### src/hdl/mipsCore_macros.svh
`ifndef MIPSCORE_MACROS_SVH
`define MIPSCORE_MACROS_SVH

// Datapath width in bits
`define DATA_WIDTH 32

// Register index width
`define REG_ADDR_WIDTH 5

// Architectural register count
`define REG_COUNT 32

// Immediate field width in the instruction word
`define IMM_WIDTH 16

`endif

### src/hdl/mipsPkg.sv
`default_nettype none

`include "mipsCore_macros.svh"

package mipsPkg;

  ////////////////////////////////////////////////////////////////////////////
  // Instruction encodings
  ////////////////////////////////////////////////////////////////////////////

  // Primary opcodes, bits 31:26
  typedef enum logic [5:0] {
    OP_RTYPE = 6'h00,
    OP_ADDI  = 6'h08,
    OP_SLTI  = 6'h0A,
    OP_ANDI  = 6'h0C,
    OP_ORI   = 6'h0D,
    OP_LUI   = 6'h0F,
    OP_LW    = 6'h23,
    OP_SW    = 6'h2B
  } opcodeT;

  // R-type function codes, bits 5:0
  typedef enum logic [5:0] {
    FN_SLL = 6'h00,
    FN_SRL = 6'h02,
    FN_ADD = 6'h20,
    FN_SUB = 6'h22,
    FN_AND = 6'h24,
    FN_OR  = 6'h25,
    FN_SLT = 6'h2A
  } functT;

  // ALU operations
  typedef enum logic [2:0] {
    ALU_ADD,
    ALU_SUB,
    ALU_AND,
    ALU_OR,
    ALU_SLT,
    ALU_SLL,
    ALU_SRL,
    ALU_LUI
  } aluOpT;

  // Operand B source
  typedef enum logic [1:0] {
    OPB_REG  = 2'd0,
    OPB_SEXT = 2'd1,
    OPB_ZEXT = 2'd2
  } operandBSelT;

  // Memory access width code, word only here
  localparam logic [1:0] WIDTH_WORD = 2'd2;

  ////////////////////////////////////////////////////////////////////////////
  // Stage payloads
  ////////////////////////////////////////////////////////////////////////////

  // External register write port
  typedef struct packed {
    logic                       en;
    logic [`REG_ADDR_WIDTH-1:0] addr;
    logic [`DATA_WIDTH-1:0]     data;
  } regWriteT;

  // Writeback group
  typedef struct packed {
    logic regWrite;
    logic memToReg;
  } wbCtrlT;

  // Memory group
  typedef struct packed {
    logic       memRead;
    logic       memWrite;
    logic [1:0] readWidth;
    logic [1:0] writeWidth;
  } memCtrlT;

  // Execute group, carries the valid flag
  typedef struct packed {
    logic        regDst;
    logic        aluSrc0;
    operandBSelT aluSrc1;
    aluOpT       aluOp;
    logic        instrValid;
  } exCtrlT;

  typedef struct packed {
    wbCtrlT  wb;
    memCtrlT mem;
    exCtrlT  ex;
  } ctrlT;

  // ID/EX contents
  typedef struct packed {
    ctrlT                       ctrl;
    logic [4:0]                 shamt;
    logic [`REG_ADDR_WIDTH-1:0] rs;
    logic [`REG_ADDR_WIDTH-1:0] rt;
    logic [`REG_ADDR_WIDTH-1:0] rd;
    logic [`DATA_WIDTH-1:0]     regData1;
    logic [`DATA_WIDTH-1:0]     regData2;
    logic [`DATA_WIDTH-1:0]     imm32;
  } idExT;

  // EX/MEM contents
  typedef struct packed {
    wbCtrlT                     wb;
    memCtrlT                    mem;
    logic                       instrValid;
    logic [`DATA_WIDTH-1:0]     aluResult;
    logic [`DATA_WIDTH-1:0]     storeData;
    logic [`REG_ADDR_WIDTH-1:0] destReg;
  } exMemT;

endpackage

`default_nettype wire

### src/hdl/controlDecoder.sv
`timescale 1ns/1ps
`default_nettype none

`include "mipsCore_macros.svh"

module controlDecoder (
  input  logic                       instrValid,
  input  logic [`DATA_WIDTH-1:0]     instr,
  output mipsPkg::ctrlT              ctrl,
  output logic [`REG_ADDR_WIDTH-1:0] rs,
  output logic [`REG_ADDR_WIDTH-1:0] rt,
  output logic [`REG_ADDR_WIDTH-1:0] rd,
  output logic [4:0]                 shamt,
  output logic [`DATA_WIDTH-1:0]     imm32
);
  import mipsPkg::*;

  opcodeT opcode;
  functT  funct;
  // Cleared for any encoding outside the supported set
  logic   legal;
  logic   zeroExt;

  // Raw instruction fields
  assign opcode = opcodeT'(instr[31:26]);
  assign funct  = functT'(instr[5:0]);
  assign rs     = instr[25:21];
  assign rt     = instr[20:16];
  assign rd     = instr[15:11];
  assign shamt  = instr[10:6];

  // Logical immediates are zero-extended
  assign zeroExt = (opcode == OP_ANDI) || (opcode == OP_ORI) || (opcode == OP_LUI);
  assign imm32   = zeroExt ? {{(`DATA_WIDTH-`IMM_WIDTH){1'b0}}, instr[`IMM_WIDTH-1:0]}
                           : {{(`DATA_WIDTH-`IMM_WIDTH){instr[`IMM_WIDTH-1]}},
                              instr[`IMM_WIDTH-1:0]};

  ////////////////////////////////////////////////////////////////////////////
  // Control decode
  ////////////////////////////////////////////////////////////////////////////

  always_comb begin
    ctrl  = '0;
    legal = 1'b1;
    case (opcode)
      OP_RTYPE: begin
        ctrl.wb.regWrite = 1'b1;
        // Destination in rd
        ctrl.ex.regDst  = 1'b1;
        ctrl.ex.aluSrc1 = OPB_REG;
        case (funct)
          FN_ADD: ctrl.ex.aluOp = ALU_ADD;
          FN_SUB: ctrl.ex.aluOp = ALU_SUB;
          FN_AND: ctrl.ex.aluOp = ALU_AND;
          FN_OR:  ctrl.ex.aluOp = ALU_OR;
          FN_SLT: ctrl.ex.aluOp = ALU_SLT;
          // Shifts take shamt as operand A
          FN_SLL: begin
            ctrl.ex.aluOp   = ALU_SLL;
            ctrl.ex.aluSrc0 = 1'b1;
          end
          FN_SRL: begin
            ctrl.ex.aluOp   = ALU_SRL;
            ctrl.ex.aluSrc0 = 1'b1;
          end
          default: legal = 1'b0;
        endcase
      end
      OP_ADDI: begin
        ctrl.wb.regWrite = 1'b1;
        ctrl.ex.aluSrc1  = OPB_SEXT;
        ctrl.ex.aluOp    = ALU_ADD;
      end
      OP_SLTI: begin
        ctrl.wb.regWrite = 1'b1;
        ctrl.ex.aluSrc1  = OPB_SEXT;
        ctrl.ex.aluOp    = ALU_SLT;
      end
      OP_ANDI: begin
        ctrl.wb.regWrite = 1'b1;
        ctrl.ex.aluSrc1  = OPB_ZEXT;
        ctrl.ex.aluOp    = ALU_AND;
      end
      OP_ORI: begin
        ctrl.wb.regWrite = 1'b1;
        ctrl.ex.aluSrc1  = OPB_ZEXT;
        ctrl.ex.aluOp    = ALU_OR;
      end
      OP_LUI: begin
        ctrl.wb.regWrite = 1'b1;
        ctrl.ex.aluSrc1  = OPB_ZEXT;
        ctrl.ex.aluOp    = ALU_LUI;
      end
      // Loads write back from memory
      OP_LW: begin
        ctrl.wb.regWrite      = 1'b1;
        ctrl.wb.memToReg      = 1'b1;
        ctrl.mem.memRead      = 1'b1;
        ctrl.mem.readWidth    = WIDTH_WORD;
        ctrl.ex.aluSrc1       = OPB_SEXT;
        ctrl.ex.aluOp         = ALU_ADD;
      end
      // Stores only compute the address
      OP_SW: begin
        ctrl.mem.memWrite     = 1'b1;
        ctrl.mem.writeWidth   = WIDTH_WORD;
        ctrl.ex.aluSrc1       = OPB_SEXT;
        ctrl.ex.aluOp         = ALU_ADD;
      end
      default: legal = 1'b0;
    endcase
    ctrl.ex.instrValid = 1'b1;
    // Unknown or absent instruction becomes a bubble
    if (!legal || !instrValid) begin
      ctrl = '0;
    end
  end

endmodule

`default_nettype wire

### src/hdl/decodeExecuteTop.sv
`timescale 1ns/1ps
`default_nettype none

`include "mipsCore_macros.svh"

module decodeExecuteTop (
  input  logic                   Clock,
  input  logic                   rst,
  input  logic                   instrValid,
  input  logic [`DATA_WIDTH-1:0] instr,
  input  mipsPkg::regWriteT      wbWrite,
  output logic                   stall,
  output mipsPkg::exMemT         exOut
);
  import mipsPkg::*;

  // Decode bundle heading into ID/EX
  idExT  idExIn;
  idExT  idExOut;
  // Execute result heading into EX/MEM
  exMemT exMemIn;

  ////////////////////////////////////////////////////////////////////////////
  // Decode stage
  ////////////////////////////////////////////////////////////////////////////

  controlDecoder decoder_i (
    .instrValid (instrValid),
    .instr      (instr),
    .ctrl       (idExIn.ctrl),
    .rs         (idExIn.rs),
    .rt         (idExIn.rt),
    .rd         (idExIn.rd),
    .shamt      (idExIn.shamt),
    .imm32      (idExIn.imm32)
  );

  // Operands for the decoder's rs and rt
  registerFile regFile_i (
    .Clock     (Clock),
    .rst       (rst),
    .wbWrite   (wbWrite),
    .readAddr1 (idExIn.rs),
    .readAddr2 (idExIn.rt),
    .readData1 (idExIn.regData1),
    .readData2 (idExIn.regData2)
  );

  // Load-use check against ID/EX
  hazardDetect hazard_i (
    .Clock      (Clock),
    .rst        (rst),
    .instrValid (instrValid),
    .rs         (idExIn.rs),
    .rt         (idExIn.rt),
    .exStage    (idExOut),
    .stall      (stall)
  );

  ////////////////////////////////////////////////////////////////////////////
  // Execute stage
  ////////////////////////////////////////////////////////////////////////////

  // Stall turns the captured bundle into a bubble
  decodeToExecute #(.payloadT(idExT)) idExReg_i (
    .Clock    (Clock),
    .rst      (rst),
    .bubble   (stall),
    .stageIn  (idExIn),
    .stageOut (idExOut)
  );

  executeUnit execute_i (
    .Clock    (Clock),
    .rst      (rst),
    .stageIn  (idExOut),
    .stageOut (exMemIn)
  );

  // No downstream back-pressure
  decodeToExecute #(.payloadT(exMemT)) exMemReg_i (
    .Clock    (Clock),
    .rst      (rst),
    .bubble   (1'b0),
    .stageIn  (exMemIn),
    .stageOut (exOut)
  );

endmodule

`default_nettype wire

### src/hdl/decodeToExecute.sv
`timescale 1ns/1ps
`default_nettype none

module decodeToExecute #(
  parameter type payloadT = logic
) (
  input  logic    Clock,
  input  logic    rst,
  input  logic    bubble,
  input  payloadT stageIn,
  output payloadT stageOut
);

  ////////////////////////////////////////////////////////////////////////////
  // Stage register
  ////////////////////////////////////////////////////////////////////////////

  // All-zero payload is an invalid bubble
  always_ff @(posedge Clock) begin
    if (rst || bubble) begin
      stageOut <= '0;
    end else begin
      stageOut <= stageIn;
    end
  end

endmodule

`default_nettype wire

### src/hdl/executeUnit.sv
`timescale 1ns/1ps
`default_nettype none

`include "mipsCore_macros.svh"

module executeUnit (
  input  logic           Clock,
  input  logic           rst,
  input  mipsPkg::idExT  stageIn,
  output mipsPkg::exMemT stageOut
);
  import mipsPkg::*;

  localparam int SHIFT_WIDTH = $clog2(`DATA_WIDTH);
  localparam int HALF_WIDTH  = `DATA_WIDTH / 2;

  logic [`DATA_WIDTH-1:0] operandA;
  logic [`DATA_WIDTH-1:0] operandB;
  logic [SHIFT_WIDTH-1:0] shiftAmt;
  logic [`DATA_WIDTH-1:0] aluResult;

  ////////////////////////////////////////////////////////////////////////////
  // Operand selection
  ////////////////////////////////////////////////////////////////////////////

  // Shift amount replaces rs data for sll and srl
  assign operandA = stageIn.ctrl.ex.aluSrc0
                  ? {{(`DATA_WIDTH-5){1'b0}}, stageIn.shamt}
                  : stageIn.regData1;

  always_comb begin
    case (stageIn.ctrl.ex.aluSrc1)
      OPB_SEXT: operandB = {{(`DATA_WIDTH-HALF_WIDTH){stageIn.imm32[HALF_WIDTH-1]}},
                            stageIn.imm32[HALF_WIDTH-1:0]};
      OPB_ZEXT: operandB = {{(`DATA_WIDTH-HALF_WIDTH){1'b0}},
                            stageIn.imm32[HALF_WIDTH-1:0]};
      default:  operandB = stageIn.regData2;
    endcase
  end

  assign shiftAmt = operandA[SHIFT_WIDTH-1:0];

  ////////////////////////////////////////////////////////////////////////////
  // ALU
  ////////////////////////////////////////////////////////////////////////////

  always_comb begin
    case (stageIn.ctrl.ex.aluOp)
      // Add and subtract wrap
      ALU_ADD: aluResult = operandA + operandB;
      ALU_SUB: aluResult = operandA - operandB;
      ALU_AND: aluResult = operandA & operandB;
      ALU_OR:  aluResult = operandA | operandB;
      // Signed compare
      ALU_SLT: aluResult = {{(`DATA_WIDTH-1){1'b0}},
                            ($signed(operandA) < $signed(operandB))};
      ALU_SLL: aluResult = operandB << shiftAmt;
      ALU_SRL: aluResult = operandB >> shiftAmt;
      // Immediate into upper half
      ALU_LUI: aluResult = {operandB[HALF_WIDTH-1:0], {HALF_WIDTH{1'b0}}};
      default: aluResult = '0;
    endcase
  end

  ////////////////////////////////////////////////////////////////////////////
  // EX/MEM bundle
  ////////////////////////////////////////////////////////////////////////////

  always_comb begin
    stageOut.wb         = stageIn.ctrl.wb;
    stageOut.mem        = stageIn.ctrl.mem;
    stageOut.instrValid = stageIn.ctrl.ex.instrValid;
    stageOut.aluResult  = aluResult;
    // sw writes the rt value
    stageOut.storeData  = stageIn.regData2;
    stageOut.destReg    = stageIn.ctrl.ex.regDst ? stageIn.rd : stageIn.rt;
  end

  // Decoder and ID/EX never deliver a read and a write together
  assert property (@(posedge Clock) disable iff (rst)
    !(stageIn.ctrl.mem.memRead && stageIn.ctrl.mem.memWrite));

endmodule

`default_nettype wire

### src/hdl/hazardDetect.sv
`timescale 1ns/1ps
`default_nettype none

`include "mipsCore_macros.svh"

module hazardDetect (
  input  logic                       Clock,
  input  logic                       rst,
  input  logic                       instrValid,
  input  logic [`REG_ADDR_WIDTH-1:0] rs,
  input  logic [`REG_ADDR_WIDTH-1:0] rt,
  input  mipsPkg::idExT              exStage,
  output logic                       stall
);

  // Live load sitting in ID/EX
  logic loadInEx;
  // Incoming source matches the load target
  logic srcMatch;

  assign loadInEx = exStage.ctrl.mem.memRead && exStage.ctrl.ex.instrValid;
  // Register 0 never carries a dependency
  assign srcMatch = (exStage.rt != '0) && ((exStage.rt == rs) || (exStage.rt == rt));
  assign stall    = instrValid && loadInEx && srcMatch;

  // The bubble inserted on a stall removes the load from ID/EX
  assert property (@(posedge Clock) disable iff (rst) stall |=> !stall);

endmodule

`default_nettype wire

### src/hdl/registerFile.sv
`timescale 1ns/1ps
`default_nettype none

`include "mipsCore_macros.svh"

module registerFile (
  input  logic                       Clock,
  input  logic                       rst,
  input  mipsPkg::regWriteT          wbWrite,
  input  logic [`REG_ADDR_WIDTH-1:0] readAddr1,
  input  logic [`REG_ADDR_WIDTH-1:0] readAddr2,
  output logic [`DATA_WIDTH-1:0]     readData1,
  output logic [`DATA_WIDTH-1:0]     readData2
);

  logic [`DATA_WIDTH-1:0] regs [`REG_COUNT];

  // Register 0 is never written
  always_ff @(posedge Clock) begin
    if (rst) begin
      for (int i = 0; i < `REG_COUNT; i++) begin
        regs[i] <= '0;
      end
    end else if (wbWrite.en && (wbWrite.addr != '0)) begin
      regs[wbWrite.addr] <= wbWrite.data;
    end
  end

  // Read ports with write-through bypass
  always_comb begin
    if (readAddr1 == '0) begin
      readData1 = '0;
    end else if (wbWrite.en && (wbWrite.addr == readAddr1)) begin
      readData1 = wbWrite.data;
    end else begin
      readData1 = regs[readAddr1];
    end
    if (readAddr2 == '0) begin
      readData2 = '0;
    end else if (wbWrite.en && (wbWrite.addr == readAddr2)) begin
      readData2 = wbWrite.data;
    end else begin
      readData2 = regs[readAddr2];
    end
  end

  // A write aimed at register 0 leaves it zero
  assert property (@(posedge Clock) disable iff (rst)
    (wbWrite.en && (wbWrite.addr == '0)) |=> (regs[0] == '0));

endmodule

`default_nettype wire

### config.mk
export PLATFORM = sky130hd
export DESIGN_NAME = decodeExecuteTop
export DESIGN_NICKNAME = d
export VERILOG_FILES = /design/src/hdl/mipsPkg.sv /design/src/hdl/controlDecoder.sv /design/src/hdl/decodeExecuteTop.sv /design/src/hdl/decodeToExecute.sv /design/src/hdl/executeUnit.sv /design/src/hdl/hazardDetect.sv /design/src/hdl/registerFile.sv
export VERILOG_INCLUDE_DIRS = /design/src /design/src/hdl
export SDC_FILE = /design/constraint.sdc
export NUM_CORES = 2
export LEC_CHECK = 0
export BUFFER_PORTS_ARGS = -buffer_cell sky130_fd_sc_hd__buf_2
export CAP_MARGIN = 15
export CELL_PAD_IN_SITES_DETAIL_PLACEMENT = 1
export CELL_PAD_IN_SITES_GLOBAL_PLACEMENT = 1
export CORE_MARGIN = 2
export CORE_UTILIZATION = 25
export CTS_BUF_LIST = sky130_fd_sc_hd__clkbuf_8 sky130_fd_sc_hd__clkbuf_16
export CTS_CLUSTER_SIZE = 40
export DETAILED_ROUTE_END_ITERATION = 7
export PLACE_DENSITY_LB_ADDON = 0.1
export SYNTH_ARGS = -nofsm -noshare
export SYNTH_HDL_FRONTEND = slang
export SYNTH_SLANG_ARGS = --single-unit
### constraint.sdc
create_clock -name Clock -period 5.2 [get_ports Clock]
set_input_delay 1.56 -clock Clock [delete_from_list [all_inputs] [get_ports Clock]]
set_output_delay 1.56 -clock Clock [all_outputs]
set_load 0.05 [all_outputs]
### Yosys cells after proc, flatten, opt, wreduce, memory -nomap -nowiden

Memories as Yosys holds them, arrays and structs flattened. A register that Yosys moved wholly into a read port is not among the register bits.
Cells that the tools add are included.

| storage, ports and cells | value |
|---|---|
| logic and storage cells | 109 |
| bits in writable memories | 1024 |
| input port bits | 73 |
| memories kept | 1 |
| bits in registers | 125 |
| output and inout port bits | 79 |

Memory list:

| name | depth | width | rd ports | clocked after Yosys merged registers in | wr ports | line | text |
|---|---|---|---|---|---|---|---|
| regFile_i.regs | 32 | 32 | 2 | 2 | 32 | registerFile.sv:16 | `` logic [`DATA_WIDTH-1:0] regs [`REG_COUNT]; `` |

| cells by class | value |
|---|---|
| add/sub/neg operators | 2 |
| order comparisons | 1 |
| multiplexer cells | 24 |
| equal/unequal tests | 24 |
| reductions and logical operators | 27 |
| shift-type cells | 2 |
| bitwise operators | 3 |

Operator list:

| operator | count |
|---|---|
| 32-bit one-hot mux with 8 select lines | 1 |
| 32-bit 2-to-1 mux | 2 |
| 32-bit one-hot mux with 2 select lines | 1 |
| 6-bit == test, second input constant | 7 |
| 32-bit adder | 1 |
| 32-bit AND | 1 |
| 32-bit < comparator | 1 |
| 32-bit bitwise OR | 1 |
| 32-bit OR reduction | 1 |
| 32-bit by 5-bit << shifter with 32-bit output | 1 |
| 32-bit by 5-bit >> shifter with 32-bit output | 1 |
| 32-bit subtractor | 1 |
| 6-bit by 4-bit == test with 1-bit output, second input constant | 5 |
| 5-bit one-hot mux with 6 select lines | 1 |
| 7-bit OR reduction | 3 |
| 3-bit one-hot mux with 6 select lines | 1 |
| 3-bit == test, second input constant | 4 |
| 6-bit zero test | 2 |
| 1-bit 2-to-1 mux | 11 |
| 5-bit == test | 2 |
| 5-bit zero test | 2 |
| 5-bit 2-to-1 mux | 2 |
| 5-bit nonzero test | 2 |
| 2-bit 2-to-1 mux | 4 |
| 13 further kinds | 25 |

### Logic depth before layout (Yosys ltp)

| depth | value |
|---|---|
| depth after elaboration | 7 |
| depth in mapped cells | 20 |
| gate-level depth less buffers | 17 |

### Modules after synthesis

A second synthesis with hierarchy kept.

| unflattened totals | value |
|---|---|
| cells, all modules | 5833 |
| area, all modules | 71494.8 µm² |

By module, submodules not included:

| module | instances | area an instance (µm²) | sequential area each (µm²) | cells an instance |
|---|---|---|---|---|
| registerFile | 1 | 54722.5 | 30749.5 | 3740 |
| executeUnit | 1 | 9137.5 | 0.0 | 1485 |
| decodeToExecute at idExReg_i | 1 | 4302.9 | 2642.5 | 294 |
| decodeToExecute at exMemReg_i | 1 | 2381.0 | 1561.5 | 174 |
| controlDecoder | 1 | 818.3 | 0.0 | 122 |
| hazardDetect | 1 | 128.9 | 0.0 | 17 |
| decodeExecuteTop | 1 | 3.8 | 0.0 | 1 |

### Least setup slack after synthesis

Ideal clock, no wire load.

| timing path | value |
|---|---|
| path type | input-to-reg |
| start point | input port wbWrite[35] in the netlist's numbering |
| end point | memory regFile_i.regs[27][0] in the netlist's numbering, enable pin |
| cell stages on the path | 7 |
| slack | -0.398 ns |
| data arrival time | 5.133 ns |
| path buffers | 3 |
| setup time | 0.466 ns |
| required time | 4.734 ns |
| path through | clkbuf_1 -> or3_1 -> clkbuf_1 -> o311a_1 -> nand3_1 -> buf_2 -> o21ai_0 |

RTL lines:

| element | line | text |
|---|---|---|
| start, declared | decodeExecuteTop.sv:11 | `input mipsPkg::regWriteT wbWrite,` |
| end, declared | registerFile.sv:16 |  |

### Worst setup path in the final report

| timing path | value |
|---|---|
| start point | register idExReg_i.stageOut[120] in the netlist's numbering |
| end point | register exMemReg_i.stageOut[63] in the netlist's numbering |

| on the way | value |
|---|---|
| longest elaborated chain between the ends | 4 |
| elaborated cells between the ends (all ways) | 10 |
| those cells by class | add/sub: 2; eq/ne: 2; shift: 2; mux: 2; bitwise: 2 |

Ends and longest elaborated chain:

| element | line | text |
|---|---|---|
| start, declared | decodeToExecute.sv:11 | `output payloadT stageOut` |
| start signal, assigned | decodeToExecute.sv:23 | `stageOut <= stageIn;` |
| 2-bit == test or 2-bit by 1-bit == test with 1-bit output (tied branches) | executeUnit.sv:32 | `case (stageIn.ctrl.ex.aluSrc1)` |
| 32-bit one-hot mux with 2 select lines * | executeUnit.sv:32 |  |
| 32-bit subtractor, or another cell as far along | executeUnit.sv:51 | `ALU_SUB: aluResult = operandA - operandB;` |
| 32-bit one-hot mux with 8 select lines * | executeUnit.sv:48 | `case (stageIn.ctrl.ex.aluOp)` |
| end signal, assigned | decodeToExecute.sv:23 |  |
| end, declared | decodeToExecute.sv:11 |  |

Mark *: on every way between the ends. The rest lies on a longest branch, timed or not.
A chain may end at the register's enable or synchronous reset.

==> run summary <==
Status = complete, no violations
Met3 usage = 0.0337
Yosys warning count = 0
Worst path required time = 5.87 ns
Clock latency at the later pin of the worst-skew pair = 0.87 ns
Max-Cap Viols = 0
Register area share after synthesis = 0.492
First-pass GRT wire length = 475000 um
Share of post-route cells with drive strength above 1 = 0.209
Cell row count = 193
Core area = 276000 um2
Worst Tran Pin Value = 1.18 ns
Max frequency = 0.202 GHz
RSZ-0062 raised after global routing = no
Final setup margin = 0.260 ns
Initial Util = 0.251
Via count = 53300
Kind of critical path = register to register
Synth async-reset ratio = 0
Pleak = 30.0 nW
Cell taking the most area after synthesis = edfxtp_1
Nets = 6440
Synth top area cells = edfxtp_1 (44%), and2_1 (9.2%), mux4_2 (8.9%)
Crit path cell chain = inv_1, ha_2, buf_12, o21ai_0, buf_4, ha_1, inv_1, fa_1, nand2b_1, a221oi_2, o21ai_1, buf_4, a31oi_1, buf_4, o21ai_1, a21oi_1, o22ai_1, buf_4, xnor2_1, a2111oi_0, buf_4, a21oi_1
WL final = 347000 um
Commonest cells in the netlist = edfxtp_1 (1024), and2_1 (1021), clkbuf_1 (429)
Cell family contributing the most delay on the critical path = compound AO/OA/AOI/OAI gates
Gr usage total = 0.243
Slew Limit Fails = 0
Worst path arrival time = 5.61 ns
Slew margin rel. = 0.211
Buf/Inv on CP = 8
Avg Cell Area, Syn = 11.4 um2
Total CTS buffers = 166
Netlist Area Pre-Place = 69400 um2
Prevailing post-synth register cell = edfxtp_1
CP startpoint kind = register
Post-route clock skew = 0.100 ns
Total power = 28.4 mW
Clock Pin Slew Worst Setup and Hold Paths = 0.07 ns
Cell area power density = 345 nW/um2
CTS tree = yes
1st-iter DRT viols = 4689
Die X = 531 um
Most common cell in the netlist = edfxtp_1
Die ar. = 282000 um2
H-tree Lvls = 4
Total gr overflow = 0
Post-layout min period = 4.94 ns
Critical Path Max Stage Delay = 0.45 ns
IO Pins = 152
Most used cell, CP = buf_4
Place WS = 0.165 ns
RD Place Congestion = 0.892
Routed Antenna Nets = 0
Final Cycle Share = 0.950
CTS max path bufs = 4
Clk sinks = 1193
Pre-antenna DRT Iters = 5
Yosys reg bits = 1193
Post-Syn Instances = 6065
Initial antenna violation count = 41
GRT busiest layer = met2
Die Y-Extent = 531 um
Crit path max-delay cell type = fa_1
Met2 usage = 0.407
Setup violations, final = 0
Distinct cells, synth = 91
Final-report hold violation count = 0
Post-CTS Setup Bufs = 0
EDFF count, synth = 1024
CP Capture Type = register
Area Overhead vs Synth = 18.8%
Residual DRC = 0
Vias per cell = 5.27
Largest vdd supply drop = 0.000223 V
Hpwl dp = 235000 um
Largest fanout on the critical path = 36
Pin count of the biggest net entering global routing = 85
Root Buffer = clkbuf_16
Vias in the first global route = 55300
Routed len/inst = 34.3 um
Worst min path class = register to register
Routing usage on met1 = 0.314
Synth top area share = 0.443
I/O Buffers = 149
==> power breakdown <==
group          switching (mW)  leakage, nW  total, mW  internal, mW
Clock                    4.70         2.76       11.4          6.66
Combinational            3.70         16.1       5.63          1.93
Sequential              0.461         11.2       11.4          11.0
==> layer usage <==
layer,up-vias,part of all wire
li1,23000,-
met1,28300,0.43
met2,1626,0.48
met3,451,0.051
met4,8,0.044
met5,-,0.00016
==> state kept, by name (all words and copies together) (netlist names) <==
signal / flops
regFile_i.regs: 1024
exMemReg_i.stageOut: 73
idExReg_i.stageOut: 96
==> layout by cell type, fill, tap and decap left out, types with 48 or more instances in the layout <==
master and instances:
edfxtp_1 1024, and2_1 1020, mux2i_1 426, buf_4 386, a21oi_1 302, nor2_1 297, o21ai_0 290, mux4_2 275
nand2_1 268, clkbuf_16 168, dfxtp_1 168, o211ai_1 147, a221oi_1 138, inv_1 137, buf_2 137, mux2_2 136
a22oi_1 133, ha_1 98, nor2b_1 50, buf_12 48
==> cell families (layout without fill, tap and decap cells) <==
family / Yosys count / in the layout / share of synthesized area
DFF: 1193 / 1193 / 0.492
muxes: 841 / 841 / 0.173
AOI/OAI and AO/OA: 1326 / 1326 / 0.124
other: 1 / 52 / 0.0000540
xor gates and xnor gates: 55 / 55 / 0.00694
buffers and inverters: 684 / 977 / 0.0396
adders and majority gates: 102 / 102 / 0.0186
and+or+nand+nor: 1863 / 1863 / 0.146
==> worst paths after layout <==
| check | start | to | slack, ns | cells after the start |
|---|---|---|---|---|
| worst max-delay path | idExReg_i.stageOut[120] | exMemReg_i.stageOut[63] | 0.26 | 22 |
| worst min-delay path | idExReg_i.stageOut[131] | exMemReg_i.stageOut[77] | 0.44 | 1 |
| worst max register to register | idExReg_i.stageOut[120] | exMemReg_i.stageOut[63] | 0.26 | 22 |
| worst min register to register | idExReg_i.stageOut[131] | exMemReg_i.stageOut[77] | 0.44 | 1 |
==> timing repair <==
item	CTS	global route
gates resized for setup	0	1
hold buffers	0	0
setup endpoints to repair	0	1
==> layout make-up <==
class                           count  area [um2]
Antenna cell                       18        45.0
Clock buffer                      176        4310
Clock inverter                    117         935
Fill cell                       30200      194000
Inverter                          105         398
Multi-Input combinational cell   4221       33300
Sequential cell                  1193       34100
Tap cell                         3705        4640
Timing Repair Buffer              579        4660
==> worst reg2reg max path, cell delays in order, from the launching register on <==
cell       delay, ns
dfxtp_1         0.33
inv_1           0.05
ha_2            0.29
buf_12          0.17
o21ai_0         0.23
buf_4           0.16
ha_1            0.40
inv_1           0.14
fa_1            0.45
nand2b_1        0.14
a221oi_2        0.09
o21ai_1         0.16
buf_4           0.15
a31oi_1         0.11
buf_4           0.16
o21ai_1         0.25
a21oi_1         0.12
o22ai_1         0.43
buf_4           0.22
xnor2_1         0.06
a2111oi_0       0.44
buf_4           0.18
a21oi_1         0.06
==> metrics by stage <==
stage / cell area (um2) / setup TNS (ns) / hold slack (ns) / cells / util
3_5_place_dp: 77100 / 0 / 0.431 / 9801 / 0.279
6_report: 82500 / 0 / 0.441 / 10100 / 0.298
2_1_floorplan: 69600 / -224.42 / 0.414 / 6098 / -
4_1_cts: 82400 / 0 / 0.447 / 10100 / 0.298
3_3_place_gp: 77100 / 0 / 0.422 / 9801 / 0.279
5_1_grt: 82400 / 0 / 0.466 / 10100 / 0.298
Power figures use the tool's default switching activity.
